===== src/source/encoder_pkg.sv =====
// Types shared by the encoder datapath blocks and the testbench.
// The angle width bounds max_count, so counts above 2^24-1 cannot be used.
// The speed is a signed net step count per window and must fit in 16 bits.
package encoder_pkg;

    // Wrapping angle count, compared against max_count for the wrap
    typedef logic [23:0] angle_t;

    // Net signed steps seen during one speed window
    // Positive values mean motion in the counting-up direction
    typedef logic signed [15:0] speed_t;

    // Count of illegal double transitions on a and b
    // It saturates at all ones and only reset clears it
    typedef logic [7:0] error_count_t;

    // Index zeroing progress
    // The first index edge only arms the zeroing logic
    // The second edge captures the zero value
    // Every later edge reloads the count with the captured zero value
    typedef enum logic [1:0] {
        seek_first,
        seek_second,
        locked
    } index_state_t;

endpackage


===== src/source/stream_pkg.sv =====
// Types of the output record stream.
// The stream is valid-strobed only and has no ready or back-pressure.
package stream_pkg;

    // Routing word copied unchanged into every record
    typedef logic [31:0] destination_t;

    // Record payload, wide enough for an angle or a sign-extended speed
    typedef logic [31:0] record_data_t;

    // Record opcode telling the receiver how to read the payload
    // An angle record is always followed one cycle later by a speed record
    typedef enum logic {
        kind_angle,
        kind_speed
    } record_kind_t;

endpackage


===== src/source/quadrature_filter.sv =====
// Synchronizes and debounces the raw a, b and z encoder inputs.
// A level must hold for filter_length samples after the two synchronizer
// flops before the clean output follows it. Shorter pulses are dropped.
// All clean levels come out of reset low.
module quadrature_filter #(
    parameter int filter_length = 4
) (
    input  logic clock,
    input  logic reset,
    input  logic a,
    input  logic b,
    input  logic z,
    output logic a_clean,
    output logic b_clean,
    output logic z_clean
);

    // Wide enough to hold filter_length - 1 for any filter_length of 1 or more
    localparam int run_width = $clog2(filter_length + 1);

    logic [2:0] raw;
    logic [2:0] sync_first;
    logic [2:0] sync_second;
    logic [2:0] clean;

    // Bit 0 is a, bit 1 is b and bit 2 is z
    assign raw = {z, b, a};

    // Two flop synchronizer for the asynchronous encoder pins
    always_ff @(posedge clock) begin
        if (reset) begin
            sync_first <= '0;
            sync_second <= '0;
        end else begin
            sync_first <= raw;
            sync_second <= sync_first;
        end
    end

    // One stability counter per input channel
    for (genvar i = 0; i < 3; i++) begin : channel
        logic [run_width-1:0] run;
        logic level;

        // The run counts consecutive samples that disagree with the clean level
        // Any sample that agrees again restarts the run
        always_ff @(posedge clock) begin
            if (reset) begin
                run <= '0;
                level <= 1'b0;
            end else if (sync_second[i] == level) begin
                run <= '0;
            end else if (run == run_width'(filter_length - 1)) begin
                // Enough equal samples seen, so the new level is accepted
                level <= sync_second[i];
                run <= '0;
            end else begin
                run <= run + 1'b1;
            end
        end

        assign clean[i] = level;
    end

    assign a_clean = clean[0];
    assign b_clean = clean[1];
    assign z_clean = clean[2];

endmodule


===== src/source/quadrature_decoder.sv =====
// Decodes filtered quadrature levels into registered one-cycle pulses.
// Inputs must already be synchronous and glitch free.
// A change of a and b in the same cycle is illegal; it gives no step and
// bumps the saturating error count instead.
module quadrature_decoder (
    input  logic clock,
    input  logic reset,
    input  logic a_clean,
    input  logic b_clean,
    input  logic z_clean,
    output logic step,
    output logic direction,
    output logic index_rise,
    output encoder_pkg::error_count_t error_count
);

    logic a_prev;
    logic b_prev;
    logic z_prev;
    logic a_change;
    logic b_change;
    logic transition_error;

    assign a_change = a_clean ^ a_prev;
    assign b_change = b_clean ^ b_prev;

    always_ff @(posedge clock) begin
        if (reset) begin
            a_prev <= 1'b0;
            b_prev <= 1'b0;
            z_prev <= 1'b0;
            step <= 1'b0;
            direction <= 1'b0;
            index_rise <= 1'b0;
            transition_error <= 1'b0;
            error_count <= '0;
        end else begin
            a_prev <= a_clean;
            b_prev <= b_clean;
            z_prev <= z_clean;
            // Exactly one channel changed, which is a legal quadrature step
            step <= a_change ^ b_change;
            // Counting up when the new a differs from the old b
            direction <= a_clean ^ b_prev;
            index_rise <= z_clean & ~z_prev;
            // Both channels moving at once leaves the step direction unknown
            transition_error <= a_change & b_change;
            // Saturate rather than wrap so a high count stays visible
            if (transition_error && error_count != '1) begin
                error_count <= error_count + 1'b1;
            end
        end
    end

    // A double change of the filtered levels must never come out as a step
    assert property (@(posedge clock) disable iff (reset)
        (a_clean != $past(a_clean) && b_clean != $past(b_clean)) |=> !step)
        else $error("quadrature_decoder: step issued on an illegal transition");

endmodule


===== src/source/position_counter.sv =====
// Wrapping up/down angle counter with index zero capture and reload.
// The count runs from 0 to max_count inclusive and wraps at both ends.
// A reload on the same cycle as a step wins, and that step is lost.
// Lowering max_count below the current angle resets the angle to 0.
module position_counter (
    input  logic clock,
    input  logic reset,
    input  logic step,
    input  logic direction,
    input  logic capture_zero,
    input  logic load_zero,
    input  encoder_pkg::angle_t max_count,
    output encoder_pkg::angle_t angle
);

    import encoder_pkg::*;

    angle_t zero_value;

    always_ff @(posedge clock) begin
        if (reset) begin
            angle <= '0;
        end else if (load_zero) begin
            // A zero value captured under a larger max_count is out of range now
            angle <= (zero_value > max_count) ? '0 : zero_value;
        end else if (angle > max_count) begin
            angle <= '0;
        end else if (step) begin
            if (direction) begin
                angle <= (angle == max_count) ? '0 : angle + 1'b1;
            end else begin
                angle <= (angle == '0) ? max_count : angle - 1'b1;
            end
        end
    end

    // Zero value taken from the angle on the second index edge
    always_ff @(posedge clock) begin
        if (capture_zero) begin
            zero_value <= angle;
        end
    end

    // With max_count held across a cycle the angle has had a chance to wrap
    // or clear, so it must sit inside the range
    assert property (@(posedge clock) disable iff (reset)
        $stable(max_count) |-> (angle <= max_count))
        else $error("position_counter: angle above max_count");

endmodule


===== src/source/speed_estimator.sv =====
// Measures speed as the net signed step count over a fixed window.
// Windows are window_length cycles long and start at reset release.
// The accumulator wraps if more than 32767 net steps arrive in one window.
module speed_estimator #(
    parameter int window_length = 256
) (
    input  logic clock,
    input  logic reset,
    input  logic step,
    input  logic direction,
    output encoder_pkg::speed_t speed
);

    import encoder_pkg::*;

    localparam int timer_width = (window_length > 1) ? $clog2(window_length) : 1;

    logic [timer_width-1:0] timer;
    logic window_end;
    speed_t accumulator;
    speed_t delta;

    assign window_end = (timer == timer_width'(window_length - 1));

    // Signed contribution of this cycle's step
    always_comb begin
        if (!step) begin
            delta = '0;
        end else if (direction) begin
            delta = speed_t'(1);
        end else begin
            delta = speed_t'(-1);
        end
    end

    always_ff @(posedge clock) begin
        if (reset) begin
            timer <= '0;
            accumulator <= '0;
            speed <= '0;
        end else begin
            timer <= window_end ? '0 : timer + 1'b1;
            if (window_end) begin
                speed <= accumulator;
                // The step on the closing cycle belongs to the next window
                accumulator <= delta;
            end else begin
                accumulator <= accumulator + delta;
            end
        end
    end

endmodule


===== src/source/index_control.sv =====
// Control for index zeroing and for the two-beat record sequence.
// Index edges must arrive as one-cycle pulses from the decoder.
// A sample gives an angle beat at once and a speed beat on the next cycle;
// a sample during the speed beat is ignored.
module index_control (
    input  logic clock,
    input  logic reset,
    input  logic index_rise,
    input  logic sample,
    output logic capture_zero,
    output logic load_zero,
    output encoder_pkg::index_state_t index_state,
    output logic emit,
    output stream_pkg::record_kind_t kind
);

    import encoder_pkg::*;
    import stream_pkg::*;

    typedef enum logic {
        beat_idle,
        beat_speed
    } beat_state_t;

    beat_state_t beat;

    // The index FSM advances only on rising index edges
    always_ff @(posedge clock) begin
        if (reset) begin
            index_state <= seek_first;
            capture_zero <= 1'b0;
            load_zero <= 1'b0;
        end else begin
            capture_zero <= 1'b0;
            load_zero <= 1'b0;
            if (index_rise) begin
                case (index_state)
                    seek_first: index_state <= seek_second;
                    seek_second: begin
                        index_state <= locked;
                        capture_zero <= 1'b1;
                    end
                    locked: load_zero <= 1'b1;
                    default: index_state <= seek_first;
                endcase
            end
        end
    end

    // The record sequencer issues the angle beat in the sample cycle itself
    always_ff @(posedge clock) begin
        if (reset) begin
            beat <= beat_idle;
        end else if (beat == beat_speed) begin
            beat <= beat_idle;
        end else if (sample) begin
            beat <= beat_speed;
        end
    end

    assign emit = sample || (beat == beat_speed);
    assign kind = (beat == beat_speed) ? kind_speed : kind_angle;

    // Each zero strobe follows its own index edge by one cycle, never both at once
    assert property (@(posedge clock) disable iff (reset)
        (capture_zero || load_zero) |-> ($past(index_rise) && !(capture_zero && load_zero)))
        else $error("index_control: zero capture and reload in the same cycle");

endmodule


===== src/source/sample_output.sv =====
// Output register stage for angle and speed records.
// record_valid is a one-cycle strobe per record with no back-pressure, so
// the receiver must take every record on the cycle it is valid.
module sample_output (
    input  logic clock,
    input  logic reset,
    input  logic emit,
    input  stream_pkg::record_kind_t kind,
    input  encoder_pkg::angle_t angle,
    input  encoder_pkg::speed_t speed,
    input  stream_pkg::destination_t destination,
    output stream_pkg::record_data_t record_data,
    output stream_pkg::destination_t record_dest,
    output stream_pkg::record_kind_t record_kind,
    output logic record_valid
);

    import encoder_pkg::*;
    import stream_pkg::*;

    localparam int pad_angle = $bits(record_data_t) - $bits(angle_t);
    localparam int pad_speed = $bits(record_data_t) - $bits(speed_t);

    record_data_t selected;

    // The angle is unsigned and zero-extended, the speed keeps its sign
    always_comb begin
        if (kind == kind_angle) begin
            selected = {{pad_angle{1'b0}}, angle};
        end else begin
            selected = {{pad_speed{speed[$bits(speed_t)-1]}}, speed};
        end
    end

    // The angle is registered on the sample edge, so the record holds that value
    always_ff @(posedge clock) begin
        if (emit) begin
            record_data <= selected;
            record_dest <= destination;
            record_kind <= kind;
        end
    end

    always_ff @(posedge clock) begin
        if (reset) begin
            record_valid <= 1'b0;
        end else begin
            record_valid <= emit;
        end
    end

endmodule


===== src/source/angle_sensing.sv =====
// Incremental rotary encoder front end.
// Raw a, b and z may be asynchronous. Angle records and speed records go out
// on a valid-only stream with no back-pressure.
// max_count and output_destination are runtime inputs and may change at any
// time; a lower max_count clears an out-of-range angle.
module angle_sensing #(
    parameter int filter_length = 4,
    parameter int window_length = 256
) (
    input  logic clock,
    input  logic reset,
    input  logic a,
    input  logic b,
    input  logic z,
    input  logic sample,
    input  encoder_pkg::angle_t max_count,
    input  stream_pkg::destination_t output_destination,
    output encoder_pkg::angle_t angle_out,
    output encoder_pkg::speed_t speed_out,
    output encoder_pkg::index_state_t index_state,
    output encoder_pkg::error_count_t error_count,
    output stream_pkg::record_data_t record_data,
    output stream_pkg::destination_t record_dest,
    output stream_pkg::record_kind_t record_kind,
    output logic record_valid
);

    import stream_pkg::*;

    logic a_clean;
    logic b_clean;
    logic z_clean;
    logic step;
    logic direction;
    logic index_rise;
    logic capture_zero;
    logic load_zero;
    logic emit;
    record_kind_t kind;

    // Pin conditioning
    quadrature_filter #(
        .filter_length(filter_length)
    ) filter (
        .clock(clock),
        .reset(reset),
        .a(a),
        .b(b),
        .z(z),
        .a_clean(a_clean),
        .b_clean(b_clean),
        .z_clean(z_clean)
    );

    quadrature_decoder decoder (
        .clock(clock),
        .reset(reset),
        .a_clean(a_clean),
        .b_clean(b_clean),
        .z_clean(z_clean),
        .step(step),
        .direction(direction),
        .index_rise(index_rise),
        .error_count(error_count)
    );

    // Angle and speed datapath
    position_counter counter (
        .clock(clock),
        .reset(reset),
        .step(step),
        .direction(direction),
        .capture_zero(capture_zero),
        .load_zero(load_zero),
        .max_count(max_count),
        .angle(angle_out)
    );

    speed_estimator #(
        .window_length(window_length)
    ) estimator (
        .clock(clock),
        .reset(reset),
        .step(step),
        .direction(direction),
        .speed(speed_out)
    );

    // Zeroing control and record output
    index_control control (
        .clock(clock),
        .reset(reset),
        .index_rise(index_rise),
        .sample(sample),
        .capture_zero(capture_zero),
        .load_zero(load_zero),
        .index_state(index_state),
        .emit(emit),
        .kind(kind)
    );

    sample_output output_stage (
        .clock(clock),
        .reset(reset),
        .emit(emit),
        .kind(kind),
        .angle(angle_out),
        .speed(speed_out),
        .destination(output_destination),
        .record_data(record_data),
        .record_dest(record_dest),
        .record_kind(record_kind),
        .record_valid(record_valid)
    );

endmodule


===== config.mk =====
export PLATFORM = sky130hd
export DESIGN_NAME = angle_sensing
export DESIGN_NICKNAME = d
export VERILOG_FILES = /design/src/source/encoder_pkg.sv /design/src/source/stream_pkg.sv /design/src/source/quadrature_filter.sv /design/src/source/quadrature_decoder.sv /design/src/source/position_counter.sv /design/src/source/speed_estimator.sv /design/src/source/index_control.sv /design/src/source/sample_output.sv /design/src/source/angle_sensing.sv
export SDC_FILE = /design/constraint.sdc
export NUM_CORES = 1
export LEC_CHECK = 0
export BUFFER_PORTS_ARGS = -buffer_cell sky130_fd_sc_hd__clkbuf_2
export CAP_MARGIN = 20
export CORE_MARGIN = 5
export CORE_UTILIZATION = 40
export DETAILED_ROUTE_END_ITERATION = 8
export GPL_TIMING_DRIVEN = 1
export SYNTH_ARGS = -nofsm -noshare
export SYNTH_HDL_FRONTEND = slang
export SYNTH_SLANG_ARGS = --single-unit

===== constraint.sdc =====
create_clock -name clock -period 3.85 [get_ports clock]
set_input_delay 0.1925 -clock clock [delete_from_list [all_inputs] [get_ports clock]]
set_output_delay 0.1925 -clock clock [all_outputs]
set_load 0.01 [all_outputs]

; ---- Word-level counts from Yosys, hierarchy flattened
; Cells that the tools add are included.
[totals]
register_bits = 185
input_bits = 62
out_inout_bits = 116
word_cells = 94
[classes]
add_sub_neg = 8
order_cmp = 2
eq_ne = 11
n_mux = 16
bitwise_logic = 12
reduce_logical = 15
[ops]
columns = op, n
row1 = $mux W24, 8
row2 = $gt A24 B24 Y1, 2
row3 = $mux W16, 3
row4 = $add A24 B1 Y24 const B, 1
row5 = $eq A24 B24 Y1, 1
row6 = $logic_not A24 Y1, 1
row7 = $sub A24 B1 Y24 const B, 1
row8 = $add A16 B16 Y16, 1
row9 = $add A8 B1 Y8 const B, 2
row10 = $add A3 B1 Y3 const B, 3
row11 = $eq A3 B2 Y1 const B, 3
row12 = $reduce_or A3 Y1, 3
row13 = $eq A8 B8 Y1 const B, 1
row14 = $ne A8 B8 Y1 const B, 1
row15 = $reduce_and A2 Y1, 4
row16 = $not A1 Y1, 6
row17 = $pmux W2 S3, 1
row18 = $reduce_or A2 Y1, 3
row19 = $mux W1, 4
row20 = $xor A1 B1 Y1, 4
row21 = $eq A1 B1 Y1, 3
row22 = $reduce_bool A3 Y1, 1
row23 = $and A1 B1 Y1, 2
row24 = $eq A2 B1 Y1 const B, 1
row25 = 4 further kinds, 4

; ---- Logic depth before layout (Yosys ltp)
; Gate-level depths: netlist of run 1.
[logic_depth]
word_depth = 6
ltp_mapped = 12
depth_no_buf = 11

; ---- Modules after synthesis
; Synthesis of run 1 repeated with hierarchy kept, for this count alone.
[hier_totals]
cells_unflattened = 1051
hier_area_um2 = 10403.7
[modules_own_cells]
columns = mod, instances, cells_per_inst, area_per_inst_um2, seq_area_each_um2
row1 = position_counter, 1, 511, 4340.4, 1201.2
row2 = speed_estimator, 1, 311, 2321.0, 800.8
row3 = sample_output, 1, 95, 2219.6, 1761.7
row4 = quadrature_filter, 1, 53, 678.2, 360.3
row5 = quadrature_decoder, 1, 65, 668.1, 300.3
row6 = index_control, 1, 16, 176.4, 100.1

; ---- Worst setup path after synthesis of run 1
; OpenSTA, ideal clock, no wires.
[synth_path]
path_type = reg2reg
start = reg decoder.direction
end = reg estimator.accumulator[14]
setup_time_ps = 87
arrival_time_ps = 3063
t_required_ps = 3763
slack_ps = 700
stages_incl_launch_ff = 13
path_buffers = 1
period_less_slack_ps = 3150
path_cell_list = dfxtp_1 clkbuf_1 clkinv_1 nand2_1 inv_1 ha_1 nor2b_1 o21a_1 o21ai_0 a2111oi_0 o311a_1 o21a_1 o31ai_1
[synth_between]
elab_chain_len = 4
[synth_lines]
columns = element, line
row1 = start: declaration, quadrature_decoder.sv:12  ; output logic direction,
row2 = start signal: assignment, quadrature_decoder.sv:44  ; direction <= a_clean ^ b_prev;
row3 = $mux W16 *, speed_estimator.sv:29  ; end else if (direction) begin
row4 = $mux W16 *, speed_estimator.sv:27  ; if (!step) begin
row5 = $add A16 B16 Y16, speed_estimator.sv:48  ; accumulator <= accumulator + delta;
row6 = $mux W16 *, speed_estimator.sv:43  ; if (window_end) begin
row7 = end signal: assignment, speed_estimator.sv:46  ; accumulator <= delta;
row8 = end signal: assignment, speed_estimator.sv:48
row9 = end: declaration, speed_estimator.sv:20  ; speed_t accumulator;
; Mark *: on every way between the ends. The rest lies on a longest branch, timed or not.
; A chain may end at the register's enable or synchronous reset.

; ---- Worst setup path in the final report of run 1
[layout_path]
start = reg counter.angle[1]
end = reg counter.angle[2]
[layout_between]
elab_chain_len = 6
word_cells_on_any_way = 12
classes_between = add/sub (2) / order compare (1) / eq/ne (1) / mux (6) / reduce/logical (2)
[layout_lines]
columns = element, line
row1 = start: declaration, position_counter.sv:13  ; output encoder_pkg::angle_t angle
row2 = start signal: assignment, position_counter.sv:25  ; angle <= (zero_value > max_count) ? '0 : zero_value;
row3 = start signal: assignment, position_counter.sv:30  ; angle <= (angle == max_count) ? '0 : angle + 1'b1;
row4 = start signal: assignment, position_counter.sv:32  ; angle <= (angle == '0) ? max_count : angle - 1'b1;
row5 = "$sub A24 B1 Y24, or another cell as far along", position_counter.sv:32
row6 = $mux W24 (on tied branches), "position_counter.sv:32, position_counter.sv:30"
row7 = $mux W24, position_counter.sv:29  ; if (direction) begin
row8 = $mux W24, position_counter.sv:28  ; end else if (step) begin
row9 = $mux W24, position_counter.sv:26  ; end else if (angle > max_count) begin
row10 = $mux W24, position_counter.sv:23  ; end else if (load_zero) begin
; Parallel ways exist; a longest one is shown, timed or not. The select of a mux whose other input is x is not followed.

==> impl_metrics.csv, run 1 <==
group,metric,value,unit
timing,timing.final.crit_period,3360,ps
power,vdd_ir_drop_max,0.362,mV
setup_path,r2r-start,"counter.angle[1]",
placed_design,globalplace.congestion,0.885,
timing,finalClockSkew,8.94,ps
worst_hold_path,holdCritStartpoint,"sample",
route,drt_first_iter_violations,707,
clock_tree,cts.htree.levels,4,
clock_tree,cts_num_sinks,185,
flow_run,max_cap_viol_count,0,
global_routing,groute.usage.overall,20.3,%
global_routing,number_of_antenna_violations_at_the_first_check_in_global_routing,0,
synthesis,seq_area_frac_synth,45.4,%
synthesis,synthesis.instances,1015,
timing,setup-violations-final,0,
die,fp.dieArea,0.0281,mm2
clock_tree,number_of_buffers_added_for_setup_after_cts,0,
synthesis,synthDistinctLibCells,71,
die,core_region_area,0.0244,mm2
route,drt-vias-per-instance,5.54,
setup_path,worst-r2r-setup-slack,490,ps
synthesis,synth_top_cells_by_area,"edfxtp_1 (25%), dfxtp_1 (21%), ha_1 (9.4%)",
setup_path,rr_endpoint,"counter.angle[2]",
global_routing,grt_pass1_vias,8219,
clock_tree,cts_buffer_depth,2,
route,drtPass1Iterations,5,
synthesis,number_of_flops_mapped_to_enable_cells_by_yosys,82,
worst_hold_path,hold_end,"control.beat",
finish,areaGrowthSynthToFinish,21.5,%
route,avgRoutedWirePerCell,19.1,um
synthesis,yosys_warnings,0,
route,vias,8538,
timing,finalCritPeriodShare,87.2,%
synthesis,yosysTopAreaCell,"edfxtp_1",
global_routing,grt_max_degree,50,
worst_hold_path,timing.hold.worst.class,"in2reg",
setup_path,timing.critical_path.fanout_max,27,
global_routing,globalRoute.totalOverflow,0,
synthesis,post_syn_area,0.00995,mm2
power,p_per_area,535,mW/mm2
worst_hold_path,hold_path_depth,2,
placed_design,detailed_place_hpwl,21.4,mm
setup_path,cp_data_required_time,4240,ps
setup_path,endpoint_kind,"flop",
finish,fraction_of_final_layout_cells_with_drive_strength_greater_than_1,21.2,%
route,totalWireLength,29.4,mm
placed_design,place.port_buffers,177,
timing,slew_violations,0,
synthesis,ys_dominant_reg_cell,"dfxtp_1",
clock_tree,numCtsBuffers,17,
timing,grt_setup_unrepaired,"no",
synthesis,syn_nets,1153,
timing,timing.setup.tns,0,ps
synthesis,synth_seq_cells,185,
clock_tree,insertion_delay,440,ps
power,leakage,0.00526,uW
finish,final.fill_count,2328,
placed_design,dpl.cell_count,1475,
die,die_width,168,um
die,placementRows,57,
timing,hold_violations,0,
die,floorplan.initialDensity,40.8,%
timing,slew_headroom,24.3,%
setup_path,worstSetupPathType,"reg2reg",
timing,transition_at_the_pin_with_the_smallest_max_transition_slack,1140,ps
setup_path,cp_data_arrival_time,3740,ps
synthesis,postSynthAreaPerCell,9.81,um2
die,die_h,168,um
timing,maxClockFrequency,298,MHz
setup_path,worstSetupStartpointType,"flop",
clock_tree,cts_root_buf,"clkbuf_16",
finish,final_cells,1542,
finish,finish.net_count,1343,
global_routing,grt_pass1_wl,46.1,mm
synthesis,synth-async-reset-ratio,0,%
die,io_pins,178,
timing,hold-worst-slack,14.3,ps
setup_path,r2r_cells,10,
finish,antenna-diode-count,0,
clock_tree,cts.reportedPaths.clkPinSlew,80,ps
route,drtAntennaViolNets,0,
status,outcome,"finished, final reports clean",
route,route.detailed.drc,0,
clock_tree,cts_tree,"built",
synthesis,post-synth-top-area-fraction,24.7,%
==> metal layers <==
metal	vias up	part of all wire [%]	GRT usage, %
met5	-	0	0
met4	0	2.6	5.79
met2	356	44	31.8
li1	4107	-	-
met3	53	8.8	4.86
met1	4022	44	28.2
==> cell usage after synthesis (7+ instances only) <==
cell and number:
buf_2 11, nand2_1 75, a21oi_1 57, dfxtp_1 103, nor4_1 16, ha_1 75
nor2_1 54, o31ai_1 10, o221ai_1 7, clkbuf_1 42, nand3_1 36, o211ai_1 13
inv_1 62, a2bb2oi_1 8, nand4_1 23, a221oi_1 10, o211a_1 11, buf_4 8
xnor2_1 37, nor2b_1 14, edfxtp_1 82, o21ai_0 73, xor2_1 23, mux2i_1 9
o21a_1 9, a211oi_1 11, and3_1 12, a21o_1 11, nor3_1 17, o22a_1 7
==> cell usage in the layout (no fill, tap or decap), types with 5 or more instances in the layout <==
master,count
a221oi_1,10
ha_1,75
buf_4,25
nand2_1,75
dlygate4sd3_1,35
mux2i_1,9
o221ai_1,7
a21oi_1,57
clkbuf_16,17
o21a_1,9
and3_1,12
nor3b_1,5
a2bb2oi_1,8
o21ai_0,73
nand4_1,23
o211a_1,11
a211oi_1,11
nor3_1,17
o211ai_1,13
a22oi_1,5
clkbuf_2,177
nor2_1,54
clkinv_8,7
edfxtp_1,82
xnor2_1,37
o31ai_1,10
dfxtp_1,103
and4_1,6
a21o_1,11
mux2_2,6
xor2_1,23
nor4_1,16
nand3_1,36
nor2b_1,14
o22a_1,7
inv_1,62
==> cells by family (layout without fill, tap and decap cells) <==
logic type               after synthesis  in the layout  synth area share, %
AND/OR/NAND/NOR                      286            286                 15.0
XOR/XNOR                              60             60                 5.28
multiplexers                          15             15                 1.58
buffers and inverters                131            334                 5.53
adder cells (fa/ha/maj)               76             76                 9.63
flip-flops                           185            185                 45.4
AO/OA/AOI/OAI                        262            262                 17.5
==> stage by stage <==
| step | power, uW | instance area [um2] | setup slack, ps | util (%) |
|---|---|---|---|---|
| after global routing | 6800 | 12100 | 273 | 49.6 |
| after CTS | 6490 | 12100 | 538 | 49.6 |
| after floorplan | 3980 | 9950 | 700 | - |
| after detailed placement | 4650 | 11100 | 554 | 45.6 |
| final | 6470 | 12100 | 492 | 49.6 |
| after global placement | 4640 | 11100 | 550 | 45.6 |
==> final cells by class <==
| type | count | area [um2] | area share (%) |
|---|---|---|---|
| clock buffers | 17 | 425 | 3.52 |
| clock inverters | 15 | 195 | 1.61 |
| inverters | 65 | 244 | 2.02 |
| multi-input cells | 699 | 4880 | 40.3 |
| flip-flops and latches | 185 | 4520 | 37.4 |
| well taps | 324 | 405 | 3.35 |
| repair buffers | 237 | 1420 | 11.8 |
==> worst max-delay path by stage <==
stage          depth (start not counted)                         to              start
2_1_floorplan                         12  estimator.accumulator[14]  decoder.direction
3_3_place_gp                          10           counter.angle[4]   counter.angle[1]
3_5_place_dp                          10           counter.angle[4]   counter.angle[1]
4_1_cts                               10           counter.angle[4]   counter.angle[1]
5_1_grt                               10           counter.angle[4]   counter.angle[1]
6_report                              10           counter.angle[2]   counter.angle[1]
==> state kept, by name, summed over array words and instances (netlist names), 2 cells and up <==
signal	count
estimator.timer	8
estimator.speed	16
output_stage.record_dest	32
filter.sync_second	3
filter.channel.run	9
decoder.error_count	8
control.index_state	2
filter.sync_first	3
estimator.accumulator	16
output_stage.record_data	25
counter.angle	24
counter.zero_value	24
==> what timing repair did <==
action                                 CTS  global route
gates resized for setup                  0             0
hold buffers                            35             0
endpoints found under the hold margin   35             0
==> worst max-delay path, stage by stage (launching register included) <==
cell and delay, ps:
dfxtp_1 570, inv_1 180, ha_1 240, nor3b_1 150, nand4_2 100, buf_4 240, or2_1 890, o21ai_0 180
o221a_2 310, nor4_1 240, o22a_1 190
==> where the power goes <==
group / leakage, uW / internal, uW / switching [uW]
Sequential: 0.00165 / 2220 / 218
Combinational: 0.00332 / 906 / 1340
Clock: 0.000295 / 888 / 903
(Power assumes the default switching activity.)
==> run 2: changes to the inputs <==
--- a/config.mk
+++ b/config.mk
@@ -8,9 +8,10 @@
 export BUFFER_PORTS_ARGS = -buffer_cell sky130_fd_sc_hd__clkbuf_2
 export CAP_MARGIN = 20
 export CORE_MARGIN = 5
-export CORE_UTILIZATION = 40
+export CORE_UTILIZATION = 50
 export DETAILED_ROUTE_END_ITERATION = 8
 export GPL_TIMING_DRIVEN = 1
+export PLACE_DENSITY = 0.73
 export SYNTH_ARGS = -nofsm -noshare
 export SYNTH_HDL_FRONTEND = slang
 export SYNTH_SLANG_ARGS = --single-unit
==> run 2 against run 1 <==
Register-to-register slack improved by 120 ps; clock skew increased by 3.8 ps; non-clock buffer count rose by 4; clock-buffer cell count stayed put; largest cell class unchanged; sequential power barely moved; largest power group unchanged; total power up 0.39%; design area decreased by 0.40%; first-iteration DRC count is 0.71% higher.
==> impl_metrics.csv, run 2 (same netlist as run 1, synthesis figures left out) <==
group,metric,value,unit
status,outcome,"finished, final reports clean",
clock_tree,cts.htree.levels,4,
route,drtAntennaViolNets,0,
finish,finish.net_count,1347,
die,fp.dieArea,0.0228,mm2
finish,largest_registers,"output_stage.record_dest (32), output_stage.record_data (25)",
global_routing,grt_pass1_wl,44.6,mm
global_routing,grt_pass1_vias,8163,
timing,grt_setup_unrepaired,"no",
placed_design,globalplace.congestion,0.997,
setup_path,timing.critical_path.fanout_max,27,
timing,slew_violations,0,
global_routing,use_met2,40.4,%
worst_hold_path,hold_path_depth,2,
clock_tree,insertion_delay,450,ps
finish,antenna-diode-count,0,
route,route.detailed.drc,0,
die,core_region_area,0.0195,mm2
global_routing,groute.usage.overall,25.2,%
finish,final.fill_count,1665,
timing,finalCritPeriodShare,84.0,%
clock_tree,cts_root_buf,"clkbuf_16",
global_routing,number_of_antenna_violations_at_the_first_check_in_global_routing,0,
die,floorplan.initialDensity,51.0,%
finish,fraction_of_final_layout_cells_with_drive_strength_greater_than_1,21.4,%
route,drt-vias-per-instance,5.84,
timing,timing.final.crit_period,3240,ps
power,p_per_area,539,mW/mm2
flow_run,max_cap_viol_count,0,
route,drt_first_iter_violations,712,
finish,final_cells,1487,
global_routing,grt_busiest_layer,"met2",
die,placementRows,51,
clock_tree,cts.repair.resized,0,
route,avgRoutedWirePerCell,19.4,um
die,io_pins,178,
die,die_width,151,um
power,power_after_layout,6500,uW
power,leakage,0.00529,uW
route,drtPass1Iterations,6,
finish,largest_reg_flops,32,
setup_path,r2r_cells,7,
finish,areaGrowthSynthToFinish,21.0,%
worst_hold_path,hold_end,"control.index_state[0]",
placed_design,detailed_place_hpwl,20.6,mm
timing,hold-worst-slack,272,ps
timing,maxClockFrequency,309,MHz
clock_tree,cts_num_sinks,185,
worst_hold_path,holdCritStartpoint,"reset",
clock_tree,cts.reportedPaths.clkPinSlew,80,ps
finish,mostFrequentLayoutCells,"clkbuf_2 (177), dfxtp_1 (103), edfxtp_1 (82)",
placed_design,place.port_buffers,177,
global_routing,global_route.usage.met3,6.16,%
timing,setup-violations-final,0,
timing,transition_at_the_pin_with_the_smallest_max_transition_slack,1050,ps
clock_tree,cts_buffer_depth,2,
placed_design,dpl.cell_count,1419,
setup_path,r2r-start,"counter.angle[18]",
setup_path,worst-r2r-setup-slack,610,ps
finish,largest_register,"output_stage.record_dest",
setup_path,cp_data_required_time,4190,ps
timing,slew_headroom,29.9,%
setup_path,worstSetupPathType,"reg2reg",
die,die_h,151,um
timing,hold_violations,0,
finish,layout.cells.most_common,"clkbuf_2",
finish,storage_cell_area,0.00452,mm2
clock_tree,cts_tree,"built",
worst_hold_path,timing.hold.worst.class,"in2reg",
global_routing,grt_util_met1,32.8,%
setup_path,worstSetupStartpointType,"flop",
clock_tree,numCtsBuffers,17,
route,totalWireLength,28.8,mm
global_routing,globalRoute.totalOverflow,0,
setup_path,endpoint_kind,"flop",
power,vdd_ir_drop_max,0.348,mV
route,vias,8682,
timing,finalClockSkew,12.8,ps
timing,timing.setup.tns,0,ps
setup_path,cp_data_arrival_time,3580,ps
finish,multi_input_comb_area,0.00488,mm2
setup_path,rr_endpoint,"counter.angle[11]",
global_routing,grt_max_degree,48,
[run 2: changes by cell type in the layout (fill, tap and decap cells not counted), sizes merged]
cell and change:
buf +3, dlygate4sd3 +1, inv +6, bufinv +1, clkinvlp -1, clkinv -6
[run 2: metal layers]
metal	vias up	routed length, um	part of all wire, %
met4	0	1100	3.8
met5	-	0	0
li1	4122	-	-
met1	4084	12000	42
met2	403	13300	46
met3	73	2480	8.6
[run 2: power breakdown]
| group | internal, uW | leakage (uW) | switching [uW] | total [uW] |
|---|---|---|---|---|
| Combinational | 898 | 0.00334 | 1340 | 2240 |
| Clock | 945 | 0.000302 | 894 | 1840 |
| Sequential | 2220 | 0.00165 | 204 | 2420 |
[run 2: how the worst max path moves through the flow]
stage,cells past startpoint,endpoint,startpoint,slack (ps)
2_1_floorplan,12,estimator.accumulator[14],decoder.direction,700
6_report,7,counter.angle[11],counter.angle[18],610
3_3_place_gp,7,counter.angle[11],counter.angle[18],770
3_5_place_dp,7,counter.angle[11],counter.angle[18],700
4_1_cts,7,counter.angle[11],counter.angle[18],690
5_1_grt,7,counter.angle[11],counter.angle[18],290
[run 2: through the flow]
| stage | cell area [um2] | setup slack (ps) | util [%] |
|---|---|---|---|
| floorplan | 9950 | 700 | - |
| global placement | 11100 | 774 | 56.7 |
| detailed placement | 11100 | 701 | 56.7 |
| CTS | 12000 | 687 | 61.7 |
| global route | 12000 | 294 | 61.7 |
| finish | 12000 | 614 | 61.7 |
[run 2: critical path: stages, from the launching register on]
cell and delay (ps):
dfxtp_1 480, nor4_2 550, nand4_2 510, or2_1 760
o21ai_0 320, a31oi_1 60, o2111a_1 280, o22a_1 170
[run 2: timing repair]
| action | 4_1_cts | 5_1_grt |
|---|---|---|
| endpoints found under the hold margin | 36 | 0 |
| buffers inserted | 0 | 0 |
| hold buffers | 36 | 0 |
[run 2: layout make-up]
class                           count  area share, %
Timing Repair Buffer              241           12.1
Clock buffer                       17           3.53
Sequential cell                   185           37.5
Inverter                           65           2.02
Multi-Input combinational cell    699           40.5
Clock inverter                     15           1.56
Tap cell                          265           2.75
